===== config.mk =====
export PLATFORM = sky130hd
export DESIGN_NAME = commit_tracer
export DESIGN_NICKNAME = d
export VERILOG_FILES = /design/src/trace_pkg.sv /design/src/commit_filter.sv /design/src/trace_fifo.sv /design/src/trace_arbiter.sv /design/src/commit_tracer.sv
export SDC_FILE = /design/constraint.sdc
export NUM_CORES = 2
export LEC_CHECK = 0
export BUFFER_PORTS_ARGS = -buffer_cell sky130_fd_sc_hd__buf_2
export CORE_ASPECT_RATIO = 1.2
export CORE_MARGIN = 3
export CORE_UTILIZATION = 53
export DETAILED_ROUTE_END_ITERATION = 12
export MAX_ROUTING_LAYER = met4
export PLACE_DENSITY = 0.81
export SYNTH_ARGS = -nofsm -noshare
export SYNTH_HDL_FRONTEND = slang
export SYNTH_SLANG_ARGS = --single-unit

===== constraint.sdc =====
create_clock -name clk_i -period 6.5 [get_ports clk_i]
set_input_delay 1.3 -clock clk_i [delete_from_list [all_inputs] [get_ports clk_i]]
set_output_delay 1.3 -clock clk_i [all_outputs]
set_load 0.01 [all_outputs]

===== src/trace_pkg.sv =====
// --------------------------------------
// Commit trace definitions
// Widths, privilege and mode encodings
// and the entry stored per retired PC
// --------------------------------------

package trace_pkg;

  // --------------------------------------
  // Widths
  // --------------------------------------

  // Program counter width
  localparam int unsigned PcWidth = 64;

  // --------------------------------------
  // Encodings
  // --------------------------------------

  // Privilege level as seen from the CSR file
  typedef enum logic [1:0] {
    PRIV_LVL_U = 2'b00,
    PRIV_LVL_S = 2'b01,
    PRIV_LVL_M = 2'b11
  } priv_lvl_e;

  // Mode label attached to each traced commit
  // D wins over any privilege level
  typedef enum logic [1:0] {
    MODE_M = 2'b00,
    MODE_S = 2'b01,
    MODE_U = 2'b10,
    MODE_D = 2'b11
  } trace_mode_e;

  // --------------------------------------
  // Trace entry
  // --------------------------------------

  // One retired instruction, 66 bits wide
  typedef struct packed {
    logic [PcWidth-1:0] pc;
    trace_mode_e        mode;
  } trace_entry_t;

  // Width of one stored entry
  localparam int unsigned TraceEntryWidth = $bits(trace_entry_t);

endpackage


===== src/commit_filter.sv =====
// --------------------------------------
// Commit filter
// Accepts commits per port, drops the
// trapping ones and tags the rest with
// the current mode
// --------------------------------------

`timescale 1ns/1ps

module commit_filter #(
  parameter int unsigned NrCommitPorts = 2
) (
  input  logic                                                clk_i,
  input  logic                                                rst_ni,
  // Commit side
  input  logic [NrCommitPorts-1:0]                            commit_valid_i,
  input  logic [NrCommitPorts-1:0]                            commit_ex_i,
  input  logic [NrCommitPorts-1:0][trace_pkg::PcWidth-1:0]    commit_pc_i,
  input  trace_pkg::priv_lvl_e                                priv_lvl_i,
  input  logic                                                debug_mode_i,
  output logic [NrCommitPorts-1:0]                            commit_ready_o,
  // FIFO side
  input  logic [NrCommitPorts-1:0]                            fifo_full_i,
  output logic [NrCommitPorts-1:0]                            push_o,
  output trace_pkg::trace_entry_t [NrCommitPorts-1:0]         entry_o
);

  import trace_pkg::*;

  trace_mode_e mode;

  // --------------------------------------
  // Mode tag
  // --------------------------------------

  // Shared by all ports in the same cycle
  always_comb begin
    if (debug_mode_i) begin
      mode = MODE_D;
    end else begin
      unique case (priv_lvl_i)
        PRIV_LVL_M: mode = MODE_M;
        PRIV_LVL_S: mode = MODE_S;
        PRIV_LVL_U: mode = MODE_U;
        // Reserved level, label as machine mode
        default:    mode = MODE_M;
      endcase
    end
  end

  // --------------------------------------
  // Per port accept and store
  // --------------------------------------

  // A port takes a commit whenever its FIFO has room
  assign commit_ready_o = ~fifo_full_i;

  // Trapping commits are acknowledged but never stored
  assign push_o = commit_valid_i & commit_ready_o & ~commit_ex_i;

  always_comb begin
    for (int unsigned i = 0; i < NrCommitPorts; i++) begin
      entry_o[i].pc   = commit_pc_i[i];
      entry_o[i].mode = mode;
    end
  end

  // A stalled commit stays on the port until it is taken
  for (genvar i = 0; i < NrCommitPorts; i++) begin : gen_hold_check
    assert property (@(posedge clk_i) disable iff (!rst_ni)
      (commit_valid_i[i] && !commit_ready_o[i]) |=> (commit_valid_i[i]
        && $stable(commit_pc_i[i]) && $stable(commit_ex_i[i])))
      else $error("commit_filter: commit withdrawn before it was taken");
  end

endmodule


===== src/trace_fifo.sv =====
// --------------------------------------
// Trace FIFO
// Circular buffer with a generic payload
// One instance per commit port
// --------------------------------------

`timescale 1ns/1ps

module trace_fifo #(
  parameter type         T     = logic,
  parameter int unsigned Depth = 16
) (
  input  logic clk_i,
  input  logic rst_ni,
  // Write side
  input  logic push_i,
  input  T     data_i,
  output logic full_o,
  // Read side
  input  logic pop_i,
  output logic not_empty_o,
  output T     data_o
);

  localparam int unsigned AddrWidth = $clog2(Depth);

  T                     mem_q [Depth];
  logic [AddrWidth-1:0] wr_ptr_q;
  logic [AddrWidth-1:0] rd_ptr_q;
  logic [AddrWidth:0]   count_q;

  // --------------------------------------
  // Status
  // --------------------------------------

  assign full_o      = (count_q == Depth[AddrWidth:0]);
  assign not_empty_o = (count_q != '0);
  assign data_o      = mem_q[rd_ptr_q];

  // --------------------------------------
  // Pointers and occupancy
  // --------------------------------------

  // Depth is a power of two, so the pointers wrap on their own
  always_ff @(posedge clk_i or negedge rst_ni) begin
    if (!rst_ni) begin
      wr_ptr_q <= '0;
      rd_ptr_q <= '0;
      count_q  <= '0;
    end else begin
      if (push_i) begin
        wr_ptr_q <= wr_ptr_q + 1'b1;
      end
      if (pop_i) begin
        rd_ptr_q <= rd_ptr_q + 1'b1;
      end
      unique case ({push_i, pop_i})
        2'b10:   count_q <= count_q + 1'b1;
        2'b01:   count_q <= count_q - 1'b1;
        // Both or neither, occupancy unchanged
        default: count_q <= count_q;
      endcase
    end
  end

  // --------------------------------------
  // Storage
  // --------------------------------------

  always_ff @(posedge clk_i) begin
    if (push_i) begin
      mem_q[wr_ptr_q] <= data_i;
    end
  end

  // --------------------------------------
  // Checks
  // --------------------------------------

  // Writer must respect full
  assert property (@(posedge clk_i) disable iff (!rst_ni)
    push_i |-> !full_o)
    else $error("trace_fifo: push while full");

  // Reader must respect empty
  assert property (@(posedge clk_i) disable iff (!rst_ni)
    pop_i |-> not_empty_o)
    else $error("trace_fifo: pop while empty");

endmodule


===== src/trace_arbiter.sv =====
// --------------------------------------
// Trace arbiter
// Round-robin merge of the port FIFOs
// into one registered valid/ready stream
// --------------------------------------

`timescale 1ns/1ps

module trace_arbiter #(
  parameter int unsigned NrCommitPorts = 2,
  parameter int unsigned PortIdxWidth  = 1
) (
  input  logic                                        clk_i,
  input  logic                                        rst_ni,
  // FIFO side
  input  logic [NrCommitPorts-1:0]                    not_empty_i,
  input  trace_pkg::trace_entry_t [NrCommitPorts-1:0] head_i,
  output logic [NrCommitPorts-1:0]                    pop_o,
  // Trace stream
  output logic                                        trace_valid_o,
  input  logic                                        trace_ready_i,
  output logic [trace_pkg::PcWidth-1:0]               trace_pc_o,
  output trace_pkg::trace_mode_e                      trace_mode_o,
  output logic [PortIdxWidth-1:0]                     trace_port_o
);

  import trace_pkg::*;

  // Pointer holds the port after the last grant
  logic [PortIdxWidth-1:0] rr_q;
  logic [PortIdxWidth-1:0] sel_idx;
  logic                    sel_valid;
  logic                    load;

  // Output register
  logic                    valid_q;
  logic [PcWidth-1:0]      pc_q;
  trace_mode_e             mode_q;
  logic [PortIdxWidth-1:0] port_q;

  // --------------------------------------
  // Port selection
  // --------------------------------------

  // First non-empty port at or after the pointer, cyclic
  always_comb begin
    int unsigned idx;
    sel_valid = 1'b0;
    sel_idx   = '0;
    for (int unsigned off = 0; off < NrCommitPorts; off++) begin
      idx = (rr_q + off) % NrCommitPorts;
      if (!sel_valid && not_empty_i[idx]) begin
        sel_valid = 1'b1;
        sel_idx   = PortIdxWidth'(idx);
      end
    end
  end

  // Register is free or drains this cycle
  assign load = (!valid_q || trace_ready_i) && sel_valid;

  always_comb begin
    pop_o = '0;
    if (load) begin
      pop_o[sel_idx] = 1'b1;
    end
  end

  // --------------------------------------
  // Pointer and output register
  // --------------------------------------

  always_ff @(posedge clk_i or negedge rst_ni) begin
    if (!rst_ni) begin
      rr_q    <= '0;
      valid_q <= 1'b0;
    end else begin
      if (load) begin
        valid_q <= 1'b1;
        if (sel_idx == PortIdxWidth'(NrCommitPorts - 1)) begin
          rr_q <= '0;
        end else begin
          rr_q <= sel_idx + 1'b1;
        end
      end else if (trace_ready_i) begin
        valid_q <= 1'b0;
      end
    end
  end

  always_ff @(posedge clk_i) begin
    if (load) begin
      pc_q   <= head_i[sel_idx].pc;
      mode_q <= head_i[sel_idx].mode;
      port_q <= sel_idx;
    end
  end

  assign trace_valid_o = valid_q;
  assign trace_pc_o    = pc_q;
  assign trace_mode_o  = mode_q;
  assign trace_port_o  = port_q;

  // --------------------------------------
  // Checks
  // --------------------------------------

  // A waiting head entry stays put until it is popped
  for (genvar i = 0; i < NrCommitPorts; i++) begin : gen_head_check
    assert property (@(posedge clk_i) disable iff (!rst_ni)
      (not_empty_i[i] && !pop_o[i]) |=> (not_empty_i[i] && $stable(head_i[i])))
      else $error("trace_arbiter: FIFO head changed before its pop");
  end

  // Stalled output holds its item
  assert property (@(posedge clk_i) disable iff (!rst_ni)
    (trace_valid_o && !trace_ready_i) |=> (trace_valid_o && $stable(trace_pc_o)
      && $stable(trace_mode_o) && $stable(trace_port_o)))
    else $error("trace_arbiter: output changed under back-pressure");

endmodule


===== src/commit_tracer.sv =====
// --------------------------------------
// Commit tracer
// Tags retired PCs with their mode and
// merges all commit ports into a single
// valid/ready trace stream
// --------------------------------------

`timescale 1ns/1ps

module commit_tracer #(
  parameter  int unsigned NrCommitPorts = 2,
  parameter  int unsigned FifoDepth     = 16,
  // Port number width, at least one bit
  localparam int unsigned PortIdxWidth  = (NrCommitPorts > 1) ? $clog2(NrCommitPorts) : 1
) (
  input  logic                                             clk_i,
  input  logic                                             rst_ni,
  // Commit ports
  input  logic [NrCommitPorts-1:0]                         commit_valid_i,
  output logic [NrCommitPorts-1:0]                         commit_ready_o,
  input  logic [NrCommitPorts-1:0][trace_pkg::PcWidth-1:0] commit_pc_i,
  input  logic [NrCommitPorts-1:0]                         commit_ex_i,
  input  trace_pkg::priv_lvl_e                             priv_lvl_i,
  input  logic                                             debug_mode_i,
  // Trace stream
  output logic                                             trace_valid_o,
  input  logic                                             trace_ready_i,
  output logic [trace_pkg::PcWidth-1:0]                    trace_pc_o,
  output trace_pkg::trace_mode_e                           trace_mode_o,
  output logic [PortIdxWidth-1:0]                          trace_port_o
);

  import trace_pkg::*;

  // Filter <-> FIFOs
  logic         [NrCommitPorts-1:0] fifo_full;
  logic         [NrCommitPorts-1:0] fifo_push;
  trace_entry_t [NrCommitPorts-1:0] fifo_entry;
  // FIFOs <-> arbiter
  logic         [NrCommitPorts-1:0] fifo_not_empty;
  logic         [NrCommitPorts-1:0] fifo_pop;
  trace_entry_t [NrCommitPorts-1:0] fifo_head;

  // --------------------------------------
  // Input side
  // --------------------------------------

  commit_filter #(
    .NrCommitPorts ( NrCommitPorts )
  ) i_commit_filter (
    .clk_i          ( clk_i          ),
    .rst_ni         ( rst_ni         ),
    .commit_valid_i ( commit_valid_i ),
    .commit_ex_i    ( commit_ex_i    ),
    .commit_pc_i    ( commit_pc_i    ),
    .priv_lvl_i     ( priv_lvl_i     ),
    .debug_mode_i   ( debug_mode_i   ),
    .commit_ready_o ( commit_ready_o ),
    .fifo_full_i    ( fifo_full      ),
    .push_o         ( fifo_push      ),
    .entry_o        ( fifo_entry     )
  );

  // --------------------------------------
  // Per port buffering
  // --------------------------------------

  for (genvar i = 0; i < NrCommitPorts; i++) begin : gen_trace_fifo
    trace_fifo #(
      .T     ( trace_entry_t ),
      .Depth ( FifoDepth     )
    ) i_trace_fifo (
      .clk_i       ( clk_i             ),
      .rst_ni      ( rst_ni            ),
      .push_i      ( fifo_push[i]      ),
      .data_i      ( fifo_entry[i]     ),
      .full_o      ( fifo_full[i]      ),
      .pop_i       ( fifo_pop[i]       ),
      .not_empty_o ( fifo_not_empty[i] ),
      .data_o      ( fifo_head[i]      )
    );
  end

  // --------------------------------------
  // Output side
  // --------------------------------------

  trace_arbiter #(
    .NrCommitPorts ( NrCommitPorts ),
    .PortIdxWidth  ( PortIdxWidth  )
  ) i_trace_arbiter (
    .clk_i         ( clk_i          ),
    .rst_ni        ( rst_ni         ),
    .not_empty_i   ( fifo_not_empty ),
    .head_i        ( fifo_head      ),
    .pop_o         ( fifo_pop       ),
    .trace_valid_o ( trace_valid_o  ),
    .trace_ready_i ( trace_ready_i  ),
    .trace_pc_o    ( trace_pc_o     ),
    .trace_mode_o  ( trace_mode_o   ),
    .trace_port_o  ( trace_port_o   )
  );

endmodule


After elaboration in Yosys (flattened, before gate mapping)
Memory sizes are Yosys's and may differ from the RTL's.
Cells that the tools add are included.
{"block": "word_totals", "register_bits": 95, "ram_bits": 2112, "output_inout_bits": 70, "memories": 2}
{"block": "classes", "add_sub_neg": 10, "n_lt_le_gt_ge": 4, "n_eq_ne": 7, "muxes": 24, "bitwise_logic": 4, "reduce_logical": 12}
{"name": "gen_trace_fifo[0].i_trace_fifo.mem_q", "words": 16, "width": 66, "read_ports": 1, "rd_ports_with_merged_regs": 0, "write_ports": 1, "line_no": "trace_fifo.sv:27", "text": "T mem_q [Depth];"}
{"name": "gen_trace_fifo[1].i_trace_fifo.mem_q", "words": 16, "width": 66, "read_ports": 1, "rd_ports_with_merged_regs": 0, "write_ports": 1, "line_no": "trace_fifo.sv:27"}
{"cell": "$mux W66", "n": 2}
{"cell": "$pmux W5 S2", "n": 2}
{"cell": "$add A4 B1 Y4 const B", "n": 4}
{"cell": "$mux W1", "n": 16}
{"cell": "$add A5 B1 Y5 const B", "n": 2}
{"cell": "$eq A5 B5 Y1 const B", "n": 2}
{"cell": "$reduce_bool A5 Y1", "n": 2}
{"cell": "$sub A5 B1 Y5 const B", "n": 2}
{"cell": "$eq A2 B1 Y1 const B", "n": 3}
{"cell": "$lt A1 B2 Y1 const B", "n": 3}
{"cell": "$reduce_bool A2 Y1", "n": 3}
{"cell": "$and A2 B2 Y2", "n": 2}
{"cell": "$eq A2 B2 Y1 const B", "n": 2}
{"cell": "$mux W2", "n": 2}
{"cell": "$not A2 Y2", "n": 2}
{"cell": "$pmux W2 S2", "n": 1}
{"cell": "$logic_and A1 B1 Y1", "n": 3}
{"cell": "$add A1 B1 Y1 const B", "n": 2}
{"cell": "$logic_not A1 Y1", "n": 2}
{"cell": "$logic_not A2 Y1", "n": 1}
{"cell": "$demux W1 S1", "n": 1}
{"cell": "$ge A1 B1 Y1 const B", "n": 1}
{"cell": "$logic_or A1 B1 Y1", "n": 1}

Longest topological paths before layout
{"block": "logic_depth", "word_depth": 14, "mapped_depth": 13}

Hierarchy
From an unflattened synthesis, not the netlist that was laid out.
{"block": "unflattened", "cells_unflattened": 3708, "hier_area_um2": 84501.0}
{"mod": "trace_fifo at gen_trace_fifo[1].i_trace_fifo", "instances": 1, "cells_per_inst": 1707, "area_each_um2": 40272.4, "seq_area_each_um2": 32035.7}
{"mod": "trace_fifo at gen_trace_fifo[0].i_trace_fifo", "instances": 1, "cells_per_inst": 1710, "area_each_um2": 40262.4, "seq_area_each_um2": 32035.7}
{"mod": "trace_arbiter", "instances": 1, "cells_per_inst": 154, "area_each_um2": 2939.1, "seq_area_each_um2": 2062.0}
{"mod": "commit_filter", "instances": 1, "cells_per_inst": 137, "area_each_um2": 1027.2, "seq_area_each_um2": 0.0}

Worst setup path after synthesis
OpenSTA, ideal clock, no wires.
{"block": "synth_path", "kind": "input to register", "start": "input port commit_ex_i[0]", "end": "memory gen_trace_fifo[0].i_trace_fifo.mem_q[3][0] (netlist name), enable pin", "setup_time_ps": 571, "t_arrival_ps": 6415, "required_ps": 5929, "path_slack_ps": -486, "cell_stages": 4, "path_buffers": 1, "cell_sequence": "and3b_1 clkbuf_1 nand2_1 nor3_1"}
{"block": "synth_via", "elab_chain_len": 4}
{"item": "start, declared", "line_no": "commit_tracer.sv:22", "text": "input logic [NrCommitPorts-1:0] commit_ex_i,"}
{"item": "$not A2 Y2", "line_no": "commit_filter.sv:59", "text": "assign push_o = commit_valid_i & commit_ready_o & ~commit_ex_i;"}
{"item": "$and A2 B2 Y2", "line_no": "commit_filter.sv:59"}
{"item": "$mux W1", "line_no": "trace_fifo.sv:71", "text": "if (push_i) begin"}
{"item": "$mux W1 (implied by the code)", "line_no": "trace_fifo.sv:72", "text": "mem_q[wr_ptr_q] <= data_i;"}
{"item": "end, declared", "line_no": "trace_fifo.sv:27"}
Every way passes these cells.

Worst setup path in the final report
{"block": "layout_path", "start": "register gen_trace_fifo[1].i_trace_fifo.rd_ptr_q[0]", "end": "register i_trace_arbiter.pc_q[44] (netlist: i_trace_arbiter.trace_pc_o[44]), data pin"}
{"block": "layout_via", "elab_chain_len": 3}
{"item": "start, declared", "line_no": "trace_fifo.sv:29", "text": "logic [AddrWidth-1:0] rd_ptr_q;"}
{"item": "start signal, assigned", "line_no": "trace_fifo.sv:55", "text": "rd_ptr_q <= rd_ptr_q + 1'b1;"}
{"item": "$mem_v2 Z16 W66"}
{"item": "$mux W66 (implied by the code) (2 in a row)", "line_no": "trace_arbiter.sv:93", "text": "pc_q <= head_i[sel_idx].pc;"}
{"item": "end signal, assigned", "line_no": "trace_arbiter.sv:93"}
{"item": "end, declared", "line_no": "trace_arbiter.sv:37", "text": "logic [PcWidth-1:0] pc_q;"}
Every way passes these cells. The select of a mux whose other input is x is not followed.
A chain may end at the register's enable or synchronous reset.

==> results.sh <==
export IMPL_synth_edf_count=2179
export IMPL_achievable_frequency_mhz=284
export IMPL_pwr_density_cell_nw_per_um2=423
export IMPL_m1WireLength_um=70600
export IMPL_grt_usage_pct=26.1
export IMPL_fin_crit_sh_pct=54.2
export IMPL_wl_met2_um=104000
export IMPL_grt_ovfl_total=0
export IMPL_cts_root_buf="clkbuf_16"
export IMPL_synth_seq_cells=2207
export IMPL_rsz0062_at_grt="false"
export IMPL_grt_pass1_vias=41200
export IMPL_path_max_fanout=36
export IMPL_vias_per_cell=6.60
export IMPL_antenna_left=0
export IMPL_synth_cells=3570
export IMPL_io_buffers=207
export IMPL_cts_clk_slew_worst_paths_ns=0.06
export IMPL_fin_area_um2=93600
export IMPL_final_setup_tns_ns=0
export IMPL_grt_antenna_before_repair=40
export IMPL_cts_buffers=187
export IMPL_hold_class="input port to asynchronous set/reset pin"
export IMPL_finClkSkew_ns=0.0263
export IMPL_drive_gt1_share_pct=28.5
export IMPL_cts_tree="yes"
export IMPL_worstRegToRegCells=6
export IMPL_grt_max_degree=133
export IMPL_final_common_cell="edfxtp_1"
export IMPL_ios=208
export IMPL_clock_sinks=2207
export IMPL_drt_iter0_drc=5991
export IMPL_cts_setup_buffers=0
export IMPL_r2r_start="gen_trace_fifo[1].i_trace_fifo.rd_ptr_q[0]"
export IMPL_htree_levels=4
export IMPL_place_ws_ns=2.31
export IMPL_synth_ff_type="edfxtp_1"
export IMPL_grt_pass1_wl_um=297000
export IMPL_final_cell_mix="2179 x edfxtp_1, 528 x mux4_2, 207 x buf_2"
export IMPL_die_h_um=442
export IMPL_postRouteWirelength_um=205000
export IMPL_place_hpwl_um=112000
export IMPL_wl_met3_um=23100
export IMPL_syn_to_final_growth_pct=11.7
export IMPL_period_minus_slack_ns=3.52
export IMPL_required_ns=7.01
export IMPL_worst_pin_slew_ns=1.28
export IMPL_ys_async_sr_fraction_pct=1.27
export IMPL_critPathArrivalTime_ns=4.03
export IMPL_row_count=159
export IMPL_start_util_pct=53.4
export IMPL_drv_slew=0
export IMPL_setup_viol=0
export IMPL_hold_viol=0
export IMPL_clkLatencyLatePin_ns=0.83
export IMPL_seq_area_frac_synth_pct=78.9
export IMPL_startpoint_type="flip-flop"
export IMPL_fp_coreArea_um2=157000
export IMPL_ys_warn_count=0
export IMPL_clockBufferDepth=3
export IMPL_synthesis_area_um2=83800
export IMPL_drv_cap=0
export IMPL_max_slew_margin_pct=12.7
export IMPL_syn_nets=3728
export IMPL_ir_drop_mv=0.489
export IMPL_worstSetupPathType="flip-flop to flip-flop"
export IMPL_place_inst=5754
export IMPL_dieArea_um2=163000
export IMPL_holdBufCountCts=0
export IMPL_routabilityCongestion=0.824
export IMPL_drc_errors=0
export IMPL_crit_path_end_kind="flip-flop"
export IMPL_synth_avg_cell_area_um2=23.5
export IMPL_r2r_end="i_trace_arbiter.trace_pc_o[44]"
export IMPL_power_total_mw=39.6
export IMPL_fp_dieW_um=369
export IMPL_nFillCells=10200
export IMPL_dr_pass1_iters=6
export IMPL_wl_per_cell_um=33.4
export IMPL_synth_cell_types=43
export IMPL_place_area_um2=87500
export IMPL_cts_resized=0
export IMPL_r2r_setup_slack_ns=2.98
export IMPL_via_count=40500
export IMPL_fin_ws_ns=2.98
export IMPL_top_layer="met4"
export IMPL_stdcell_count=6129
export IMPL_status="completed"
export IMPL_leakage_nw=29.3
export IMPL_final_nets=4008
[routing by layer]
| layer | global-route usage (%) | vias to the layer above |
|---|---|---|
| met4 | 8.43 | 0 |
| met1 | 33.7 | 21000 |
| met5 | - | - |
| li1 | - | 15900 |
| met2 | 42.0 | 3124 |
| met3 | 5.50 | 411 |
[worst max-delay path by stage]
stage                     depth (start not counted)                                        from  slack, ns                                           end
after CTS                                         6  gen_trace_fifo[1].i_trace_fifo.rd_ptr_q[0]       2.85                i_trace_arbiter.trace_pc_o[44]
after detailed placement                          5                              commit_ex_i[1]       2.31  gen_trace_fifo[1].i_trace_fifo.mem_q[13][14]
final                                             6  gen_trace_fifo[1].i_trace_fifo.rd_ptr_q[0]       2.98                i_trace_arbiter.trace_pc_o[44]
after floorplan                                   4                              commit_ex_i[0]       1.28    gen_trace_fifo[0].i_trace_fifo.mem_q[7][0]
after global placement                            5                              commit_ex_i[1]       2.34  gen_trace_fifo[1].i_trace_fifo.mem_q[13][17]
after global routing                              6  gen_trace_fifo[1].i_trace_fifo.rd_ptr_q[0]       2.65                i_trace_arbiter.trace_pc_o[44]
[Yosys cell counts, types with 2 or more instances]
library cell | count | share of area [%]
nand3_1 | 3 | 0.018
ha_1 | 18 | 0.27
clkbuf_1 | 83 | 0.37
inv_1 | 15 | 0.067
nor3_1 | 10 | 0.060
buf_4 | 35 | 0.31
and3b_1 | 2 | 0.021
o21ai_0 | 12 | 0.072
buf_6 | 12 | 0.16
mux2i_1 | 67 | 0.80
nor2b_1 | 72 | 0.54
nand2b_1 | 6 | 0.045
a211oi_1 | 64 | 0.57
xor2_1 | 9 | 0.094
fa_1 | 2 | 0.048
nand4_1 | 3 | 0.022
xnor2_1 | 11 | 0.12
a21oi_1 | 6 | 0.036
buf_2 | 59 | 0.35
nand2_1 | 20 | 0.090
mux4_2 | 528 | 14
a2111oi_2 | 2 | 0.036
edfxtp_1 | 2179 | 78
dfrtp_1 | 28 | 0.84
nor2_1 | 25 | 0.11
a21o_1 | 3 | 0.027
mux2_2 | 2 | 0.027
a22oi_1 | 132 | 1.2
a211oi_2 | 2 | 0.030
buf_1 | 17 | 0.076
and3_1 | 68 | 0.51
a2111oi_0 | 64 | 0.67
[area by class of cell]
cell class | count | area [um^2] | area share, %
inverter | 16 | 60.1 | 0.0642
clock inverter | 111 | 971 | 1.04
tap | 2093 | 2620 | 2.80
multi-input combinational | 1141 | 16800 | 18.0
timing repair buffer | 297 | 1900 | 2.03
clock buffer | 233 | 4970 | 5.31
sequential | 2207 | 66200 | 70.7
antenna | 31 | 77.6 | 0.0829
[cell families after synthesis]
logic type | count (synthesis) | synth area share, %
flip-flops | 2207 | 78.9
multiplexers | 597 | 15.0
AO/OA/AOI/OAI | 287 | 2.65
buffers and inverters | 222 | 1.35
AND/OR/NAND/NOR | 217 | 1.50
XOR/XNOR | 20 | 0.209
adder cells (fa/ha/maj) | 20 | 0.317
[registers in the layout (all words and copies together) (netlist names)]
name / count
gen_trace_fifo.i_trace_fifo.mem_q: 2112
i_trace_arbiter.trace_pc_o: 64
gen_trace_fifo.i_trace_fifo.count_q: 10
gen_trace_fifo.i_trace_fifo.rd_ptr_q: 8
gen_trace_fifo.i_trace_fifo.wr_ptr_q: 8
i_trace_arbiter.trace_mode_o: 2
i_trace_arbiter.rr_q: 1
i_trace_arbiter.trace_port_o: 1
i_trace_arbiter.trace_valid_o: 1
[critical path, cell delays in order, from the launching register on]
cell and delay [ns]:
dfrtp_4 0.91, buf_4 0.57, buf_4 0.40, mux4_2 0.55
nor2b_1 0.16, a2111oi_0 0.49, a211oi_1 0.09
[through the flow]
step	hold WS [ns]	utilization, %
6_report	0.539	59.7
5_1_grt	0.558	59.7
4_1_cts	0.518	59.6
3_5_place_dp	0.519	55.8
3_3_place_gp	0.519	55.8
2_1_floorplan	0.475	-
[power by group]
group          leakage [nW]  switching (mW)  total [mW]  internal, mW
Clock                  2.90            5.00        11.0          5.96
Combinational          6.44            6.41        11.0          4.57
Sequential             20.0           0.788        17.6          16.8
Total                  29.3            12.2        39.6          27.4
Note: power is estimated with default switching activity, not from simulation.
